`src/hdl/dcache_pkg.sv`:
```
package dcache_pkg;

    localparam int addr_width     = 32;
    localparam int word_width     = 32;
    localparam int words_per_line = 4;
    localparam int line_width     = words_per_line * word_width;   // 128
    localparam int num_sets       = 64;                            // default only
    localparam int index_width    = $clog2(num_sets);
    localparam int offset_width   = 4;
    localparam int tag_width      = addr_width - index_width - offset_width;
    localparam int strb_width     = word_width / 8;

    localparam int word_sel_width = $clog2(words_per_line);
    localparam int byte_sel_width = offset_width - word_sel_width;

    // one address word, seen as a flat byte address or as lookup fields
    typedef union packed {
        logic [addr_width-1:0] raw;
        struct packed {
            logic [tag_width-1:0]      tag;
            logic [index_width-1:0]    index;
            logic [word_sel_width-1:0] word_sel;
            logic [byte_sel_width-1:0] byte_off;
        } fields;
    } dcache_addr_u;

endpackage

```
`src/hdl/dcache_ifs.sv`:
```
`timescale 1ns/1ns

interface tag_port_if import dcache_pkg::*; #(
    parameter int num_sets = dcache_pkg::num_sets
) ();
    localparam int iw = $clog2(num_sets);
    localparam int tw = addr_width - iw - offset_width;

    logic [iw-1:0]      index;      // read and write share the index
    logic [tw-1:0]      cmp_tag;
    logic [1:0]         wr_way;
    logic [tw-1:0]      wr_tag;
    logic               wr_dirty;   // 0 on refill, 1 on store hit

    logic [1:0]         hit;
    logic [1:0]         dirty;
    logic [1:0][tw-1:0] rd_tag;

    modport controller (
        output index, cmp_tag, wr_way, wr_tag, wr_dirty,
        input  hit, dirty, rd_tag
    );
    modport array (
        input  index, cmp_tag, wr_way, wr_tag, wr_dirty,
        output hit, dirty, rd_tag
    );
endinterface


```
`src/hdl/dcache_tag_array.sv`:
```
`timescale 1ns/1ns

module dcache_tag_array import dcache_pkg::*; #(
    parameter int num_sets = dcache_pkg::num_sets
) (
    input  logic      clk,
    input  logic      reset,
    tag_port_if.array port
);
    localparam int iw = $clog2(num_sets);
    localparam int tw = addr_width - iw - offset_width;

    logic [tw-1:0]            tags [2][num_sets];
    logic [1:0][num_sets-1:0] valid_bits;
    logic [1:0][num_sets-1:0] dirty_bits;

    logic [1:0][tw-1:0] rd_tag_q;
    logic [1:0]         rd_valid;
    logic [tw-1:0]      cmp_q;      // compare tag, one cycle behind like the read

    always_ff @(posedge clk) begin
        for (int w = 0; w < 2; w++) begin
            if (port.wr_way[w])
                tags[w][port.index] <= port.wr_tag;
            rd_tag_q[w] <= tags[w][port.index];
        end
        cmp_q <= port.cmp_tag;
    end

    always_ff @(posedge clk) begin
        if (reset) begin
            valid_bits <= '0;
            dirty_bits <= '0;
            rd_valid   <= '0;
            port.dirty <= '0;
        end else begin
            for (int w = 0; w < 2; w++) begin
                if (port.wr_way[w]) begin
                    valid_bits[w][port.index] <= 1'b1;
                    dirty_bits[w][port.index] <= port.wr_dirty;
                end
                rd_valid[w]   <= valid_bits[w][port.index];
                port.dirty[w] <= dirty_bits[w][port.index];
            end
        end
    end

    assign port.rd_tag = rd_tag_q;

    always_comb begin
        for (int w = 0; w < 2; w++) begin
            port.hit[w] = rd_valid[w] & (rd_tag_q[w] == cmp_q);
        end
    end

    a_one_way_write: assert property (@(posedge clk) disable iff (reset)
        !(port.wr_way[0] && port.wr_way[1]));

endmodule

```
`src/flat_wrapper.sv`:
```
// flat-port wrapper written by rule: the top's interface ports become plain ports
module dcache_tag_array_flat import dcache_pkg::*;
#(
    parameter int num_sets = dcache_pkg::num_sets
)
  (clk, reset, port_index, port_cmp_tag, port_wr_way, port_wr_tag, port_wr_dirty, port_hit, port_dirty, port_rd_tag);
  tag_port_if #(.num_sets(num_sets)) port_i ();
  input  logic clk;
  input  logic reset;
  input wire logic [$bits(port_i.index)-1:0] port_index;
  input wire logic [$bits(port_i.cmp_tag)-1:0] port_cmp_tag;
  input wire logic [$bits(port_i.wr_way)-1:0] port_wr_way;
  input wire logic [$bits(port_i.wr_tag)-1:0] port_wr_tag;
  input wire logic [$bits(port_i.wr_dirty)-1:0] port_wr_dirty;
  output wire logic [$bits(port_i.hit)-1:0] port_hit;
  output wire logic [$bits(port_i.dirty)-1:0] port_dirty;
  output wire logic [$bits(port_i.rd_tag)-1:0] port_rd_tag;
  assign port_i.index = port_index;
  assign port_i.cmp_tag = port_cmp_tag;
  assign port_i.wr_way = port_wr_way;
  assign port_i.wr_tag = port_wr_tag;
  assign port_i.wr_dirty = port_wr_dirty;
  assign port_hit = port_i.hit;
  assign port_dirty = port_i.dirty;
  assign port_rd_tag = port_i.rd_tag;
  dcache_tag_array #(.num_sets(num_sets)) u_core (.clk(clk), .reset(reset), .port(port_i));
endmodule
```
`config.mk`:
```
export PLATFORM = sky130hd
export DESIGN_NAME = dcache_tag_array_flat
export DESIGN_NICKNAME = d
export VERILOG_FILES = /design/src/hdl/dcache_pkg.sv /design/src/hdl/dcache_ifs.sv /design/src/hdl/dcache_tag_array.sv /design/src/flat_wrapper.sv
export SDC_FILE = /design/constraint.sdc
export NUM_CORES = 2
export LEC_CHECK = 0
export ABC_AREA = 1
export BUFFER_PORTS_ARGS = -buffer_cell sky130_fd_sc_hd__buf_2
export CORE_MARGIN = 5
export CORE_UTILIZATION = 60
export DETAILED_ROUTE_END_ITERATION = 8
export PLACE_DENSITY_LB_ADDON = 0.05
export SLEW_MARGIN = 25
export SYNTH_ARGS = -nofsm -noshare
export SYNTH_HDL_FRONTEND = slang
export SYNTH_SLANG_ARGS = --single-unit
```
`constraint.sdc`:
```
create_clock -name clk -period 5.2 [get_ports clk]
set_input_delay 0.52 -clock clk [delete_from_list [all_inputs] [get_ports clk]]
set_output_delay 0.52 -clock clk [all_outputs]
set_load 0.05 [all_outputs]
```
Word level (Yosys, flattened, before mapping)
Memory sizes are Yosys's and may differ from the RTL's.
Index checks and enable logic that the tools add are counted.
{ "totals": {"ff_bits": 326, "mem_bits_rw": 2816, "in_bits": 55, "output_inout_bits": 48, "memories": 1} }
{ "mem_list": {"columns": ["name", "depth", "width", "read_ports", "rd_clocked_by_memory_dff", "write_ports", "line", "rtl"], "rows": [
  ["u_core.tags", 2, 1408, 2, 0, 2, "dcache_tag_array.sv:13", "logic [tw-1:0] tags [2][num_sets];"]
]} }
{ "classes": {"order_cmp": 4, "eq_ne": 2, "muxes": 24, "bitwise_logic": 5, "n_reduce_logical": 2} }
{ "op_table": {"columns": ["cell", "count"], "rows": [
  ["two-way mux 1408 bit", 2],
  ["binary-select mux 22 bit (select 6 bit)", 2],
  ["demux 22 bit (select 6 bit)", 1],
  ["bitwise mux 64 bit", 2],
  ["bitwise OR 64 bit", 2],
  ["two-way mux 22 bit", 5],
  ["equality test 22 bit", 2],
  ["binary-select mux 1 bit (select 6 bit)", 4],
  [">= comparator 7 bit, second input constant", 1],
  ["< comparator 6 x 7 -> 1 bit, second input constant", 1],
  ["< comparator 7 x 1 -> 1 bit, second input constant", 1],
  ["two-way mux 1 bit", 7],
  ["NOT 6 -> 7 bit", 1],
  ["demux 1 bit (select 6 bit)", 1],
  [">= comparator 6 x 1 -> 1 bit, second input constant", 1],
  ["bitwise AND 1 bit", 2],
  ["logical AND 1 bit", 2]
]} }

Depth between registers and ports, before layout
{ "logic_depth": {"word_depth": 6, "ltp_mapped": 15, "ltp_nobuf": 12} }

Worst setup path after synthesis
OpenSTA, ideal clock, no wires.
{ "synth_timing": {"path_kind": "input -> register", "startpoint": "input port_index[0]", "endpoint": "register u_core.dirty_bits[32] in the netlist's numbering", "setup_time_ps": 135, "t_arrival_ps": 2566, "t_required_ps": 5065, "setup_slack_ps": 2500, "stages": 9, "path_buffers": 3, "path_cell_list": "buf_4 buf_4 buf_4 nor2_4 nand2_1 nor2_1 inv_1 nor2_1 a211oi_1"} }
{ "synth_between": {"elab_chain_cells": 5, "elab_cells_between_ends": 6, "classes_between": "order compare: 2; mux: 3; reduce/logical: 1"} }
{ "synth_rtl": {"columns": ["element", "line", "rtl"], "rows": [
  ["from (decl)", "flat_wrapper.sv:10", "input wire logic [$bits(port_i.index)-1:0] port_index;"],
  ["< comparator 6 x 7 -> 1 bit (implied by the code) or >= comparator 6 x 1 -> 1 bit (tied branches)", "dcache_tag_array.sv:40", "dirty_bits[w][port.index] <= port.wr_dirty;"],
  ["logical AND 1 bit (implied by the code)", "dcache_tag_array.sv:40", null],
  ["two-way mux 1 bit (implied by the code)", "dcache_tag_array.sv:40", null],
  ["demux 1 bit (select 6 bit) *", null, null],
  ["bitwise mux 64 bit *", "dcache_tag_array.sv:40", null],
  ["to (signal, indexed assignment)", "dcache_tag_array.sv:40", null],
  ["to (decl)", "dcache_tag_array.sv:15", "logic [1:0][num_sets-1:0] dirty_bits;"]
]} }
Every way passes the cells marked *; elsewhere a longest branch is shown, timed or not.
A chain may end at the register's enable or synchronous reset.

Worst setup path in the final report
{ "layout_timing": {"startpoint": "register u_core.rd_tag_q, in the netlist u_core.port.rd_tag[30]", "endpoint": "output port_hit[1]"} }
{ "layout_between": {"elab_chain_cells": 2} }
{ "layout_rtl": {"columns": ["element", "line", "rtl"], "rows": [
  ["from (decl)", "dcache_tag_array.sv:17", "logic [1:0][tw-1:0] rd_tag_q;"],
  ["from (signal, indexed assignment)", "dcache_tag_array.sv:25", "rd_tag_q[w] <= tags[w][port.index];"],
  ["equality test 22 bit", "dcache_tag_array.sv:52", "port.hit[w] = rd_valid[w] & (rd_tag_q[w] == cmp_q);"],
  ["bitwise AND 1 bit", "dcache_tag_array.sv:52", null],
  ["to (decl)", "flat_wrapper.sv:15", "output wire logic [$bits(port_i.hit)-1:0] port_hit;"]
]} }
No other way between the ends.

==> results <==
- The synthesized netlist occupies a cell area of 128000 µm².
- The count of cell types in the netlist is 36.
- Global routing finished with a remaining overflow of 0.
- The row count is 169.
- The worst slack at placement is 1260 ps.
- The worst hold path begins at port_wr_tag[13].
- The layout has 15800 filler cells.
- After routing the design area is 142000 µm².
- The required time at the worst-slack endpoint is 4680 ps.
- Static timing analysis puts the maximum clock frequency at 0.243 GHz.
- The clock network fraction of design power is 42.6%.
- The global placer's final weighted congestion is 0.886.
- After synthesis, the share of flip-flops with an asynchronous set or reset is 0%.
- The accumulated negative setup slack is 0 ps.
- The net switching power is 0.0123 W.
- In the final design database the tool counted 12100 nets.
- The origin of the critical flop-to-flop path is u_core.tags[0][2327].
- The count of nets left with antenna violations once routing finished came out at 0.
- By startpoint and endpoint, the worst setup path is classified as reg2out.
- The number of max-slew violations in the final report is 0.
- The TritonCTS clock tree is done.
- The sequential fraction of design power is 51.4%.
- Clock-pin slew was measured on the worst setup and hold paths at 60 ps.
- The worst pin sits at a relative slew slack of 24.4%.
- At the later pin of the worst-skew pair, clock insertion delay measures 940 ps.
- The core region is 212000 µm².
- The global-route wire length before repair is 544 mm.
- The overall fraction of global-route tracks in use is 32.8%.
- Setup repair after global routing left no endpoint under its margin.
- The cell count of the worst reg-to-reg path is 8.
- The yosys synthesis warning count is 0.
- The worst vdd rail ir drop is 0.326 mV.
- The detailed placer's ending HPWL is 207 mm.
- The worst setup path is launched from a register.
- Max-cap violations in this run came to 0.
- The number of DRC markers after the initial detailed-route iteration is 11800.
- The synthesized area per cell is 10.6 µm².
- The area used by multi-input combinational logic is 32100 µm².
- The placed instances occupy a cell area of 131000 µm².
- The maximum number of pins on one net before global-route repair is 205.
- The initial core utilization is 60.3%.
- Across the routed clock network, the largest skew measured is 40.6 ps.
- Of all nets on the critical path, the largest fanout is 3.
- Of the cells placed in the final design, the portion with a size suffix greater than 1 is 7.25%.
- After detailed routing, the number of vias per cell comes to 5.86.
- STA puts the critical path data arrival time at 3600 ps.
- The overall die height is 472 µm.
- Setup slack on the worst reg-to-reg path comes out at 2760 ps.
- The critical path endpoint category is an output port.
- The full die area is 223000 µm².
- The worst hold path depth is 1.
- The worst path uses 79.1% of the clock period.
- Total power for the finished layout comes to 0.0543 W.
- Once the clock tree was built, the setup fixing pass inserted 0 buffers.
- The via count of the first global-routing pass is 83100.
- Counting flops with a built-in enable in the synthesized netlist gives 2816.
- The final-report hold violation count is 0.
- The routed design has 372 mm of wire.
- The worst register-to-register path ends at u_core.port.rd_tag[39].
- The sequential area share after synthesis is 71.2%.
- Setup violations remaining at the end of the flow were counted as 0.
- The count of buffers added on input and output ports is 102.
- The remaining design rule violation count is 0.
- The proportion of power drawn by combinational gates is 6.0%.
- The internal power component is 0.0420 W.
- The most used flip-flop cell after synthesis is sky130_fd_sc_hd__edfxtp_1.
- The initial antenna violation count is 24.
- The transition time of the tightest slew-check pin is 1130 ps.
- The first TritonRoute pass finished after 9 iterations.
- The clock tree synthesis step divided the H-tree into 5 levels.
- The tree built by TritonCTS fans out to 3142 sinks.
- The smallest hold slack is 74.1 ps.
- The number of flip-flops and latches in the synthesized netlist is 3142.
- The sink of the worst hold path is u_core.tags[0][2125].
- For this design the top-level I/O count stands at 103.
- No sink is reached through more buffers than the 4 on the longest clock path.
- The number of cells produced by synthesis is 12000.
- The worst min-delay path category is in2reg.
- Counting every net in the synthesized netlist gives 12100.
- For the finished layout, the period the worst path requires is 4120 ps.
- Counting the buffers created by CTS gives 332.
- Net switching is 22.7% of the power.
- The post-layout worst setup margin is 1080 ps.
- From left edge to right edge, the die measures 472 µm.
- The final route contains 88900 vias.
- Dividing the detail-routed wire length by the instance count gives 24.5 µm.
- The cell leakage power is 54.9 nW.
- The layout overhead on the synthesized area is 11.2%.
- Summing all flip-flop and latch instances after layout gives 91100 µm².
- The flow ran to the end, and the final reports show no timing, DRC or antenna violations.
- The power density of the placed cells is 382 nW/µm².
- The buffer type at the clock tree root is sky130_fd_sc_hd__clkbuf_16.
-- stage by stage --
stage          utilization, %  instances
2_1_floorplan               -      12000
3_3_place_gp             62.0      14500
3_5_place_dp             62.0      14500
4_1_cts                  67.1      15100
5_1_grt                  67.1      15200
6_report                 67.1      15200
-- state kept, by name, summed over array words and instances (netlist names) --
signal and count:
u_core.rd_valid 2, u_core.valid_bits 128, u_core.cmp_q 22, u_core.port.rd_tag 44, u_core.dirty_bits 128, u_core.tags 2816, u_core.port.dirty 2
-- cells by family (layout without fill, tap and decap cells) --
logic type	Yosys count	after routing	synth area share [%]
AO/OA/AOI/OAI	1713	1713	7.00
XOR/XNOR	14	14	0.0958
buffers and inverters	1155	1452	3.84
flip-flops	3142	3142	71.2
other	0	15	0
AND/OR/NAND/NOR	6003	6003	17.9
-- cell type report --
type	instances	area share, %
flip-flops and latches	3142	64.0
multi-input cells	7730	22.6
clock buffers	425	6.32
well taps	2821	2.48
repair buffers	380	2.24
inverters	480	1.28
clock inverters	167	1.07
diodes	15	0.0264
-- layer usage --
metal / wire (µm) / up-vias / track usage, % / part of all wire (%)
met5: 46 / - / 0 / 0.012
met3: 38400 / 845 / 5.80 / 10
met1: 149000 / 42900 / 47.1 / 40
li1: - / 40300 / - / -
met4: 16400 / 8 / 13.3 / 4.4
met2: 168000 / 4781 / 50.5 / 45
-- placed cells by master, fill, tap and decap left out, types with 4 or more instances in the layout --
cell type and instances:
sky130_fd_sc_hd__bufinv_16 29, sky130_fd_sc_hd__buf_4 236, sky130_fd_sc_hd__buf_2 75, sky130_fd_sc_hd__buf_6 6, sky130_fd_sc_hd__clkinv_1 65, sky130_fd_sc_hd__nand2_2 5, sky130_fd_sc_hd__clkinvlp_4 6, sky130_fd_sc_hd__nand2_1 5397
sky130_fd_sc_hd__nor2_1 373, sky130_fd_sc_hd__xor2_1 5, sky130_fd_sc_hd__xnor2_1 9, sky130_fd_sc_hd__nor2_2 49, sky130_fd_sc_hd__clkbuf_16 340, sky130_fd_sc_hd__clkbuf_1 68, sky130_fd_sc_hd__o21ai_1 5, sky130_fd_sc_hd__edfxtp_1 2816
sky130_fd_sc_hd__nand3_1 152, sky130_fd_sc_hd__o22ai_1 8, sky130_fd_sc_hd__buf_8 4, sky130_fd_sc_hd__nand4_1 8, sky130_fd_sc_hd__o211ai_1 14, sky130_fd_sc_hd__buf_12 32, sky130_fd_sc_hd__clkbuf_8 16, sky130_fd_sc_hd__nor2_4 4
sky130_fd_sc_hd__dlygate4sd3_1 27, sky130_fd_sc_hd__inv_2 10, sky130_fd_sc_hd__dfxtp_1 326, sky130_fd_sc_hd__clkinv_2 58, sky130_fd_sc_hd__a211oi_1 123, sky130_fd_sc_hd__nor3_4 4, sky130_fd_sc_hd__o21ai_0 499, sky130_fd_sc_hd__diode_2 15
sky130_fd_sc_hd__a21oi_1 1057, sky130_fd_sc_hd__inv_1 466, sky130_fd_sc_hd__inv_6 6
-- cell usage after synthesis (9+ instances only) --
cell                       instances  area [µm²]
sky130_fd_sc_hd__nand2_1        5397       20300
sky130_fd_sc_hd__edfxtp_1       2816       84600
sky130_fd_sc_hd__a21oi_1        1057        5290
sky130_fd_sc_hd__o21ai_0         500        2500
sky130_fd_sc_hd__inv_1           469        1760
sky130_fd_sc_hd__nor2_1          421        1580
sky130_fd_sc_hd__buf_2           372        1860
sky130_fd_sc_hd__dfxtp_1         326        6530
sky130_fd_sc_hd__clkbuf_1        226         848
sky130_fd_sc_hd__nand3_1         152         761
sky130_fd_sc_hd__a211oi_1        123         923
sky130_fd_sc_hd__buf_1            50         188
sky130_fd_sc_hd__buf_4            23         173
sky130_fd_sc_hd__o211ai_1         14         105
sky130_fd_sc_hd__inv_2            10        37.5
sky130_fd_sc_hd__xnor2_1           9        78.8
-- power by group through the flow --
stage	logic [W]	clock network (W)	registers (W)
CTS	0.00321	0.0233	0.0279
floorplan	0.00164	0	0.0285
detailed placement	0.00318	0	0.0285
global placement	0.00314	0	0.0285
finish	0.00325	0.0231	0.0280
global route	0.00351	0.0244	0.0279
-- critical path, cell delays in order, from the launching register on --
cell	delay [ps]
sky130_fd_sc_hd__dfxtp_1	590
sky130_fd_sc_hd__inv_1	180
sky130_fd_sc_hd__o21ai_0	240
sky130_fd_sc_hd__nor4_1	840
sky130_fd_sc_hd__nand3_1	310
sky130_fd_sc_hd__nor2_1	200
sky130_fd_sc_hd__buf_2	290
-- how the worst max path moves through the flow --
stage	startpoint	endpoint	slack, ps	cells past startpoint
global route	u_core.port.rd_tag[30]	port_hit[1]	1170	6
detailed placement	port_index[0]	u_core.port.rd_tag[17]	1260	10
floorplan	port_index[0]	u_core.dirty_bits[32]	2500	9
global placement	port_index[0]	u_core.port.rd_tag[17]	1170	10
finish	u_core.port.rd_tag[30]	port_hit[1]	1080	6
CTS	u_core.port.rd_tag[34]	port_hit[1]	1240	5
-- timing repair --
item,4_1_cts,5_1_grt
endpoints found under the setup margin,0,0
hold buffers,27,0
resized for setup,0,0
endpoints found under the hold margin,53,0
Note: power is estimated with default switching activity, not from simulation.
