==> src/hdl/dcache_pkg.sv <==
package dcache_pkg;

    localparam int addr_width     = 32;
    localparam int word_width     = 32;
    localparam int words_per_line = 4;
    localparam int line_width     = words_per_line * word_width;   // 128
    localparam int num_sets       = 64;                            // default only
    localparam int index_width    = $clog2(num_sets);
    localparam int offset_width   = 4;
    localparam int tag_width      = addr_width - index_width - offset_width;
    localparam int strb_width     = word_width / 8;

    localparam int word_sel_width = $clog2(words_per_line);
    localparam int byte_sel_width = offset_width - word_sel_width;

    // one address word, seen as a flat byte address or as lookup fields
    typedef union packed {
        logic [addr_width-1:0] raw;
        struct packed {
            logic [tag_width-1:0]      tag;
            logic [index_width-1:0]    index;
            logic [word_sel_width-1:0] word_sel;
            logic [byte_sel_width-1:0] byte_off;
        } fields;
    } dcache_addr_u;

endpackage

==> src/hdl/dcache_plru.sv <==
`timescale 1ns/1ns

module dcache_plru #(
    parameter int num_sets = dcache_pkg::num_sets
) (
    input  logic                        clk,
    input  logic                        reset,
    input  logic [$clog2(num_sets)-1:0] index,
    input  logic                        hit_stb,
    input  logic                        refill_stb,
    input  logic                        way,
    output logic                        victim_way
);
    logic [num_sets-1:0] next_victim;   // one bit per set

    always_ff @(posedge clk) begin
        if (reset)
            next_victim <= '0;
        else if (hit_stb | refill_stb)
            next_victim[index] <= ~way;     // point away from the way just used
    end

    assign victim_way = next_victim[index];

endmodule

==> config.mk <==
export PLATFORM = sky130hd
export DESIGN_NAME = dcache_plru
export DESIGN_NICKNAME = d
export VERILOG_FILES = /design/src/hdl/dcache_pkg.sv /design/src/hdl/dcache_plru.sv
export SDC_FILE = /design/constraint.sdc
export NUM_CORES = 1
export LEC_CHECK = 0
export BUFFER_PORTS_ARGS = -buffer_cell sky130_fd_sc_hd__buf_2
export CELL_PAD_IN_SITES_DETAIL_PLACEMENT = 0
export CELL_PAD_IN_SITES_GLOBAL_PLACEMENT = 1
export CORE_MARGIN = 4
export CORE_UTILIZATION = 43
export DETAILED_ROUTE_END_ITERATION = 8
export GPL_ROUTABILITY_DRIVEN = 0
export PLACE_DENSITY_LB_ADDON = 0.1
export SLEW_MARGIN = 20
export SYNTH_ARGS = -nofsm -noshare
export SYNTH_HDL_FRONTEND = slang
export SYNTH_SLANG_ARGS = --single-unit
==> constraint.sdc <==
create_clock -name clk -period 2.2 [get_ports clk]
set_input_delay 0.44 -clock clk [delete_from_list [all_inputs] [get_ports clk]]
set_output_delay 0.44 -clock clk [all_outputs]
set_load 0.02 [all_outputs]
Word level (Yosys, flattened, before mapping). Cells that the tools add are included.

Bits in registers: 64. Input port bits: 11.

Magnitude comparators: 2. Mux-type cells: 5. Bitwise operators: 2. Reductions and logical operators: 1.

Operator list (number): $bwmux 64 (1); $lt 6x7->1 const B (1); $bmux 1 s6 (1); $demux 1 s6 (1); $ge 6x1->1 const B (1); $mux 1 (2); $logic_and 1x1->1 (1); $not 1->1 (1); $or 1x1->1 (1).

Logic depth before layout (Yosys ltp). Gate-level depths: netlist of the first run.

Word-level depth: 5. Gate-level depth with buffers: 8.

Least setup slack after synthesis of the first run. Ideal clock, no wire load.

Kind: input-to-output. Start: input port index[0]. End: output port victim_way. Data arrival time: 1.912 ns. Slack: -0.152 ns. Cell stages on the path: 6. Cells stage by stage: buf_6 > mux4_1 > mux2_2 > a22o_1 > a211oi_2 > nand4_1.

Longest elaborated chain between the ends: 2.

Ends and longest elaborated chain: start, declared (RTL line dcache_plru.sv:8) `input logic [$clog2(num_sets)-1:0] index,`; $bmux 1 s6 (RTL line dcache_plru.sv:23) `assign victim_way = next_victim[index];`; $mux 1 (implied by the code) (RTL line dcache_plru.sv:23); end, declared (RTL line dcache_plru.sv:12) `output logic victim_way`.

Every way passes these cells. The select of a mux whose other input is x is not followed.

Worst setup path after layout of the first run.
Start: register next_victim[63]. End: output port victim_way.

Longest elaborated chain between the ends: 2.

Ends and longest elaborated chain: start, declared (RTL line dcache_plru.sv:14) `logic [num_sets-1:0] next_victim;`; start signal, assigned by index (RTL line dcache_plru.sv:20) `next_victim[index] <= ~way;`; $bmux 1 s6 (RTL line dcache_plru.sv:23); $mux 1 (implied by the code) (RTL line dcache_plru.sv:23).

Every way passes these cells. The select of a mux whose other input is x is not followed.

==> flow_summary.ini, run 1 <==
[clock_network]
cts_buffer_depth = 2
cts_resized = 0
cts_tree = yes
cts_hold_buffers = 0
h-tree-depth = 3
worstSkewPairLatency_ns = 0.34
cts_root_buf = clkbuf_8
clkSinkCount = 64
clkTransAtPathRegs_ns = 0.07
numCtsBuffers = 9

[sta]
period_share_pct = 117
rsz0062_at_grt = true
setup_violations = 1
skew_ns = 0
maxSlewViolCount = 0
hold_viol = 0
relSlewSlack_pct = 66.3
max_freq_ghz = 0.390
worst_slew_pin_slew_ns = 0.502
timing.final.ws_setup_ns = -0.367
period_minus_slack_ns = 2.57

[route]
drcViolationCount = 0
drtIter0Drc = 184
wl_microns = 8240
wl_per_cell_microns = 18.6
via_per_inst = 6.05
via_count = 2680
antenna_left = 0
first_pass_iters = 4

[finish]
top_regs = next_victim (64)
max_flop_register = next_victim
largest_reg_flops = 64
nNetsFinal = 353
areaGrowthSynthToFinish_pct = 17.4
design_area_sq_um = 3640
drive_above_1_share_pct = 24.8
final_core_util_pct = 52.6
num_antenna_cells = 0

[worst_setup_path]
path_class = flop to primary output
path_cells = mux4_2 > mux2_2 > a22o_1 > a211oi_2 > nand4_1 > buf_2
cp-end-kind = primary output
cp.required_ns = 1.76
r2r_slack_ns = 1.45
critPathArrivalTime_ns = 2.13
reg2reg_to = next_victim[46]
cp-startpoint = next_victim[63]
crit_buf_inv = 1
rr_startpoint = next_victim[46]
crit_cells = 6
reg2reg_depth = 2
startpoint_type = flop
slowest_delay_ns = 0.46
critPathTopFamily = multiplexers
critPathSlowestCell = mux4_2
critPathMaxFanout = 2

[outcome]
status = finished, violations left
violations = negative setup slack

[floorplan]
die_area_sq_um = 8630
die_w_microns = 92.9
rows = 30
die_y_microns = 92.9
core_area_sq_um = 6910
ioPinCount = 12
start_util_pct = 44.9

[hold_path]
worstHoldPathType = flop to flop
hold_path.startpoint = next_victim[26]
worstHoldEndpoint = next_victim[26]
holdPathStages = 2

[synthesis]
syn_avg_cell_area_sq_um = 9.50
ys_warn_count = 0
synth_top_area_share_pct = 41.4
synth_area_leader_cell = dfxtp_1
yosysSeqAreaShare_pct = 41.4
synth.cell_area_sq_um = 3100
ys_ff_latch = 64
synthFlopType = dfxtp_1
ys_top_cells_by_count = a21oi_1 (67), a311oi_1 (64), dfxtp_1 (64)
yosys.cell_types.count = 44
synth.top_cells.by_area = dfxtp_1 (41%), a311oi_1 (18%), a21oi_1 (11%)
synth_cells = 326
synth_nets = 337
ys_async_sr_fraction_pct = 0
synth_edf_count = 0
yosys.cell_count.top_type = a21oi_1

[power_and_ir_drop]
clkPwrFrac_pct = 42.1
comb_power_share_pct = 10.7
seqPwrFrac_pct = 47.2
p_sw_share_pct = 25.8
peakVddDrop_v = 0.000358
p_switching_uw = 642
power_uw = 2490
p_int_uw = 1850
powerDensity_nw_per_um2 = 685
p_leak_uw = 0.00118

[place]
dpl_worst_slack_ns = -0.334
port_buffers = 11
post_dp_cell_area_sq_um = 3430
dp_hpwl_microns = 5250

[run]
cap_viol_max_count = 0

[grt]
antenna_found_initial = 0
grt_pass1_vias = 2514
grt_use_total_pct = 20.6
grt_pass1_wl_microns = 13800
grt_max_degree = 65
grt_overflow_total = 0
-- power groups by stage --
stage                     combinational (uW)  clock (uW)  sequential (uW)
after global placement                   262           0             1200
after global routing                     288        1130             1180
after floorplan                          167           0             1200
final                                    266        1050             1180
after detailed placement                 264           0             1200
after CTS                                265        1080             1180
-- layer usage --
layer	wire [microns]	up-vias	track usage, %
met4	114	0	7.45
met5	0	-	0
met1	3970	1256	30.9
li1	-	1337	-
met2	3710	74	28.3
met3	447	13	5.12
-- cell usage in the layout (no fill, tap or decap), types with 2 or more instances in the layout --
master and count:
nor3b_1 2, nand3b_1 7, a22oi_1 3, buf_2 11, nor3b_2 3, nor2_2 6, o22ai_1 4, mux2i_1 12
buf_4 32, clkinvlp_4 2, a22o_1 2, o21ai_0 3, a21oi_1 67, nand2_1 5, inv_1 2, nor2_1 6
dfxtp_1 64, a311oi_1 64, mux2_2 5, o31ai_1 2, nand2b_1 2, clkinv_2 2, clkbuf_8 11, buf_12 6
mux4_2 4
-- repair_timing --
item,in CTS,in global routing
buffers inserted,0,0
cloned,0,0
setup endpoints to repair,1,1
pin swaps,0,0
endpoints found under the hold margin,0,0
-- layout make-up --
class,instances,area (sq um)
Clock buffer,11,151
Clock inverter,5,55.1
Fill cell,676,3270
Inverter,2,7.51
Multi-Input combinational cell,216,1610
Sequential cell,64,1280
Tap cell,96,120
Timing Repair Buffer,49,415
-- stage by stage --
| stage | setup TNS [ns] | hold slack, ns | std cells |
|---|---|---|---|
| 3_3_place_gp | -0.309 | 0.500 | 427 |
| 4_1_cts | -0.405 | 0.519 | 443 |
| 2_1_floorplan | -0.0839 | 0.489 | 326 |
| 3_5_place_dp | -0.334 | 0.511 | 427 |
| 6_report | -0.367 | 0.513 | 443 |
| 5_1_grt | -0.481 | 0.537 | 443 |
-- worst min-delay path, delay by kind of cell (launching register included) --
kind	cells	cell delay (ns)
AOI/OAI and AO/OA	2	0.15
DFF	1	0.31
-- how the worst max path moves through the flow --
stage	end
after floorplan	victim_way
after global placement	victim_way
after detailed placement	victim_way
after CTS	victim_way
after global routing	victim_way
final	victim_way
-- cells by family (layout without fill, tap and decap cells) --
logic type             count (synthesis)  in the layout  synth area share, %
AO/OA/AOI/OAI                        156            156                 34.9
buffers and inverters                 46             67                 6.70
flip-flops                            64             64                 41.4
AND/OR/NAND/NOR                       39             39                 8.28
multiplexers                          21             21                 8.72
Note: power is estimated with default switching activity, not from simulation.
==> run 2, diff against run 1 <==
--- a/config.mk
+++ b/config.mk
@@ -6,10 +6,10 @@
 export NUM_CORES = 1
 export LEC_CHECK = 0
 export BUFFER_PORTS_ARGS = -buffer_cell sky130_fd_sc_hd__buf_2
-export CELL_PAD_IN_SITES_DETAIL_PLACEMENT = 0
-export CELL_PAD_IN_SITES_GLOBAL_PLACEMENT = 1
+export CELL_PAD_IN_SITES_DETAIL_PLACEMENT = 2
+export CELL_PAD_IN_SITES_GLOBAL_PLACEMENT = 2
 export CORE_MARGIN = 4
-export CORE_UTILIZATION = 43
+export CORE_UTILIZATION = 35
 export DETAILED_ROUTE_END_ITERATION = 8
 export GPL_ROUTABILITY_DRIVEN = 0
 export PLACE_DENSITY_LB_ADDON = 0.1
==> flow_summary.ini, run 2 (synthesis gave the netlist of run 1 again) <==
[worst_setup_path]
r2r_slack_ns = 1.42
reg2reg_to = next_victim[37]
cp-end-kind = primary output
crit_buf_inv = 1
path_cells = mux4_2 > mux2_2 > a22o_1 > a211oi_2 > nand4_1 > buf_2
critPathSlowestCell = mux4_2
slowest_delay_ns = 0.45
cp.required_ns = 1.76
reg2reg_depth = 2
setup.worst_path.end = victim_way
crit_cells = 6
startpoint_type = flop
cp-startpoint = next_victim[30]
path_class = flop to primary output
critPathMaxFanout = 2
critPathArrivalTime_ns = 2.13
critPathTopFamily = multiplexers
rr_startpoint = next_victim[37]

[clock_network]
cts_setup_buffers = 0
cts_buffer_depth = 2
h-tree-depth = 3
clkTransAtPathRegs_ns = 0.08
numCtsBuffers = 9
clkSinkCount = 64
worstSkewPairLatency_ns = 0.33
cts_tree = yes
cts_hold_buffers = 0
cts_root_buf = clkbuf_8
cts_resized = 0

[place]
dpl_worst_slack_ns = -0.391
port_buffers = 11
dp_hpwl_microns = 6440

[sta]
maxSlewViolCount = 0
tns_ns = -0.375
relSlewSlack_pct = 61.4
rsz0062_at_grt = true
period_share_pct = 117
setup_violations = 1
timing.final.ws_setup_ns = -0.375
max_freq_ghz = 0.388
hold_viol = 0
period_minus_slack_ns = 2.57
worst_slew_pin_slew_ns = 0.576
skew_ns = 0

[floorplan]
ioPinCount = 12
die_area_sq_um = 10400
die_y_microns = 102
die_w_microns = 102
start_util_pct = 35.7
rows = 34
core_area_sq_um = 8680

[finish]
final_cell_mix = a21oi_1 (67), a311oi_1 (64), dfxtp_1 (64), buf_4 (28), mux2i_1 (12)
nFillCells = 958
max_flop_register = next_victim
areaGrowthSynthToFinish_pct = 18.7
largest_reg_flops = 64
top_regs = next_victim (64)
nNetsFinal = 351
num_antenna_cells = 0
drive_above_1_share_pct = 24.1
final_common_cell = a21oi_1

[route]
via_per_inst = 6.15
drtIter0Drc = 86
wl_per_cell_microns = 22.3
via_count = 2788
drcViolationCount = 0
first_pass_iters = 4
antenna_left = 0
wl_microns = 10100

[grt]
grt_use_total_pct = 20.8
grt_pass1_wl_microns = 16800
grt_overflow_total = 0
grt_pass1_vias = 2925
antenna_found_initial = 0
grt_max_degree = 65

[outcome]
violations = negative setup slack
status = finished, violations left

[power_and_ir_drop]
powerDensity_nw_per_um2 = 710
peakVddDrop_v = 0.000350
p_leak_uw = 0.00118

[hold_path]
worstHoldPathType = flop to flop

[run]
cap_viol_max_count = 0
==> run 2: cell count changes in the layout (fill, tap and decap cells not counted), sizes merged <==
| cell | previous run | this run |
|---|---|---|
| clkinv | 2 | 1 |
| bufinv | 1 | 2 |
| buf | 49 | 47 |
==> run 2: metrics by stage <==
| step | hold slack [ns] | area (sq um) | power [uW] | utilization, % | std cells |
|---|---|---|---|---|---|
| 3_5_place_dp | 0.511 | 3450 | 1480 | 39.8 | 437 |
| 3_3_place_gp | 0.500 | 3450 | 1470 | 39.8 | 437 |
| 5_1_grt | 0.545 | 3680 | 2730 | 42.4 | 453 |
| 6_report | 0.517 | 3680 | 2610 | 42.4 | 453 |
| 4_1_cts | 0.525 | 3680 | 2650 | 42.4 | 453 |
| 2_1_floorplan | 0.489 | 3100 | 1370 | - | 326 |
==> run 2: layer usage <==
metal / global-route usage, % / wire length [microns]
met5: 0 / 0
met4: 5.45 / 93
met3: 2.87 / 171
met2: 33.7 / 4840
met1: 29.2 / 4990
==> run 2: layout make-up <==
| cell class | instances | area (sq um) | share of cell area (%) |
|---|---|---|---|
| clock buffers | 11 | 141 | 3.85 |
| flip-flops and latches | 64 | 1280 | 34.9 |
| multi-input cells | 216 | 1610 | 43.7 |
| inverters | 2 | 7.51 | 0.204 |
| well taps | 108 | 135 | 3.68 |
| clock inverters | 5 | 80.1 | 2.18 |
| repair buffers | 47 | 425 | 11.6 |
==> run 2: power breakdown <==
group / switching [uW] / internal, uW
logic: 176 / 100
registers: 7.19 / 1170
clock network: 489 / 668
==> run 2: worst min-delay path by stage <==
| stage | startpoint | endpoint | slack (ns) | cells past startpoint |
|---|---|---|---|---|
| finish | next_victim[7] | next_victim[7] | 0.52 | 2 |
| global route | next_victim[49] | next_victim[49] | 0.54 | 2 |
| CTS | next_victim[16] | next_victim[16] | 0.52 | 2 |
| detailed placement | next_victim[15] | next_victim[15] | 0.51 | 2 |
| global placement | next_victim[47] | next_victim[47] | 0.50 | 2 |
| floorplan | next_victim[14] | next_victim[14] | 0.49 | 2 |
==> run 2: worst reg2reg max path, stage by stage (launching register included) <==
cell and delay [ns]:
dfxtp_1 0.35, a21oi_1 0.06, a311oi_1 0.27
==> run 3, diff against run 2 <==
--- a/config.mk
+++ b/config.mk
@@ -5,12 +5,12 @@
 export SDC_FILE = /design/constraint.sdc
 export NUM_CORES = 1
 export LEC_CHECK = 0
-export BUFFER_PORTS_ARGS = -buffer_cell sky130_fd_sc_hd__buf_2
 export CELL_PAD_IN_SITES_DETAIL_PLACEMENT = 2
 export CELL_PAD_IN_SITES_GLOBAL_PLACEMENT = 2
 export CORE_MARGIN = 4
-export CORE_UTILIZATION = 35
+export CORE_UTILIZATION = 36
 export DETAILED_ROUTE_END_ITERATION = 8
+export DONT_BUFFER_PORTS = 1
 export GPL_ROUTABILITY_DRIVEN = 0
 export PLACE_DENSITY_LB_ADDON = 0.1
 export SLEW_MARGIN = 20
==> flow_summary.ini, run 3 (synthesis gave the netlist of run 1 again) <==
[sta]
hold_ws_ns = 0.165
setup_violations = 1
period_minus_slack_ns = 2.51
rsz0062_at_grt = true
hold_viol = 0
timing.final.ws_setup_ns = -0.309
relSlewSlack_pct = 48.4
period_share_pct = 114
max_freq_ghz = 0.399
worst_slew_pin_slew_ns = 0.773
maxSlewViolCount = 0
tns_ns = -0.309
skew_ns = 0

[power_and_ir_drop]
p_sw_share_pct = 22.5
clkPwrFrac_pct = 45.8
comb_power_share_pct = 6.2
powerDensity_nw_per_um2 = 722
p_int_uw = 1900
p_leak_uw = 0.00103
seqPwrFrac_pct = 48.0
peakVddDrop_v = 0.000357
p_switching_uw = 552

[finish]
final_cell_mix = a21oi_1 (67), a311oi_1 (64), dfxtp_1 (63), buf_4 (18), mux2i_1 (12)
num_antenna_cells = 0
max_flop_register = next_victim
nNetsFinal = 323
drive_above_1_share_pct = 17.0
largest_reg_flops = 64
top_regs = next_victim (64)
design_area_sq_um = 3400
final_common_cell = a21oi_1
fin_cells = 422
areaGrowthSynthToFinish_pct = 9.73
final_core_util_pct = 41.0

[floorplan]
ioPinCount = 12
die_area_sq_um = 10200
rows = 33
start_util_pct = 37.3
die_w_microns = 101
die_y_microns = 101
core_area_sq_um = 8300

[grt]
grt_pass1_vias = 2788
grt_overflow_total = 0
grt_pass1_wl_microns = 15500
antenna_found_initial = 0
grt_max_degree = 65
grt_use_total_pct = 19.6

[outcome]
violations = negative setup slack
status = finished, violations left

[route]
wl_per_cell_microns = 22.2
drcViolationCount = 0
antenna_left = 0
via_count = 2651
first_pass_iters = 4
wl_microns = 9370
drtIter0Drc = 82
via_per_inst = 6.28

[clock_network]
worstSkewPairLatency_ns = 0.34
clkTransAtPathRegs_ns = 0.07
cts_setup_buffers = 0
cts_tree = yes
cts_root_buf = clkbuf_8
clkSinkCount = 64
h-tree-depth = 3
cts_buffer_depth = 2
numCtsBuffers = 9

[worst_setup_path]
cp.required_ns = 1.76
critPathArrivalTime_ns = 2.07
cp-end-kind = primary output
critPathMaxFanout = 2
startpoint_type = flop
path_class = flop to primary output

[run]
cap_viol_max_count = 0

[place]
dp_hpwl_microns = 5650
place_inst = 406
post_dp_cell_area_sq_um = 3180
port_buffers = 0

[hold_path]
worstHoldPathType = input port to flop
[run 3: cell type report]
| class | count | area [sq um] |
|---|---|---|
| multi-input cells | 216 | 1610 |
| repair buffers | 19 | 155 |
| flip-flops and latches | 64 | 1280 |
| clock inverters | 3 | 65.1 |
| inverters | 2 | 7.51 |
| clock buffers | 13 | 149 |
| well taps | 105 | 131 |
| fillers | 894 | 4900 |
[run 3: path summary, 6_finish.rpt]
path / start / end / slack, ns / cells past startpoint
worst min register to register: next_victim[40] / next_victim[40] / 0.51 / 2
worst max-delay path: next_victim[31] / victim_way / -0.31 / 6
worst min-delay path: reset / next_victim[8] / 0.17 / 1
worst max register to register: next_victim[32] / next_victim[32] / 1.44 / 2
[run 3: per-stage QoR]
stage,total power [uW],setup WS [ns]
final,2450,-0.309
after floorplan,1370,-0.0839
after global placement,1350,-0.131
after global routing,2550,-0.444
after CTS,2480,-0.341
after detailed placement,1360,-0.123
[run 3: worst max-delay path, cell delays in order, from the launching register on]
cell and delay [ns]:
dfxtp_2 0.33, mux4_2 0.45, mux2_4 0.27, a22o_1 0.22, a211oi_2 0.14, nand4_1 0.13, buf_4 0.19
[run 3: per-layer routing]
layer,vias up,share of wire (%),track usage (%),wire length (microns)
li1,1278,-,-,-
met1,1322,48,26.0,4510
met2,41,47,31.2,4420
met3,10,3.4,4.22,319
met4,0,1.3,7.25,124
met5,-,0,0,0
[run 3: repair_timing]
| item | 4_1_cts | 5_1_grt |
|---|---|---|
| resized for setup | 2 | 0 |
| hold buffers | 0 | 0 |
| setup endpoints to repair | 1 | 1 |
[run 3: power by group through the flow]
stage	sequential, uW	combinational (uW)	clock (uW)
2_1_floorplan	1200	167	0
3_3_place_gp	1200	150	0
3_5_place_dp	1200	153	0
4_1_cts	1180	154	1150
5_1_grt	1180	167	1200
6_report	1180	153	1130
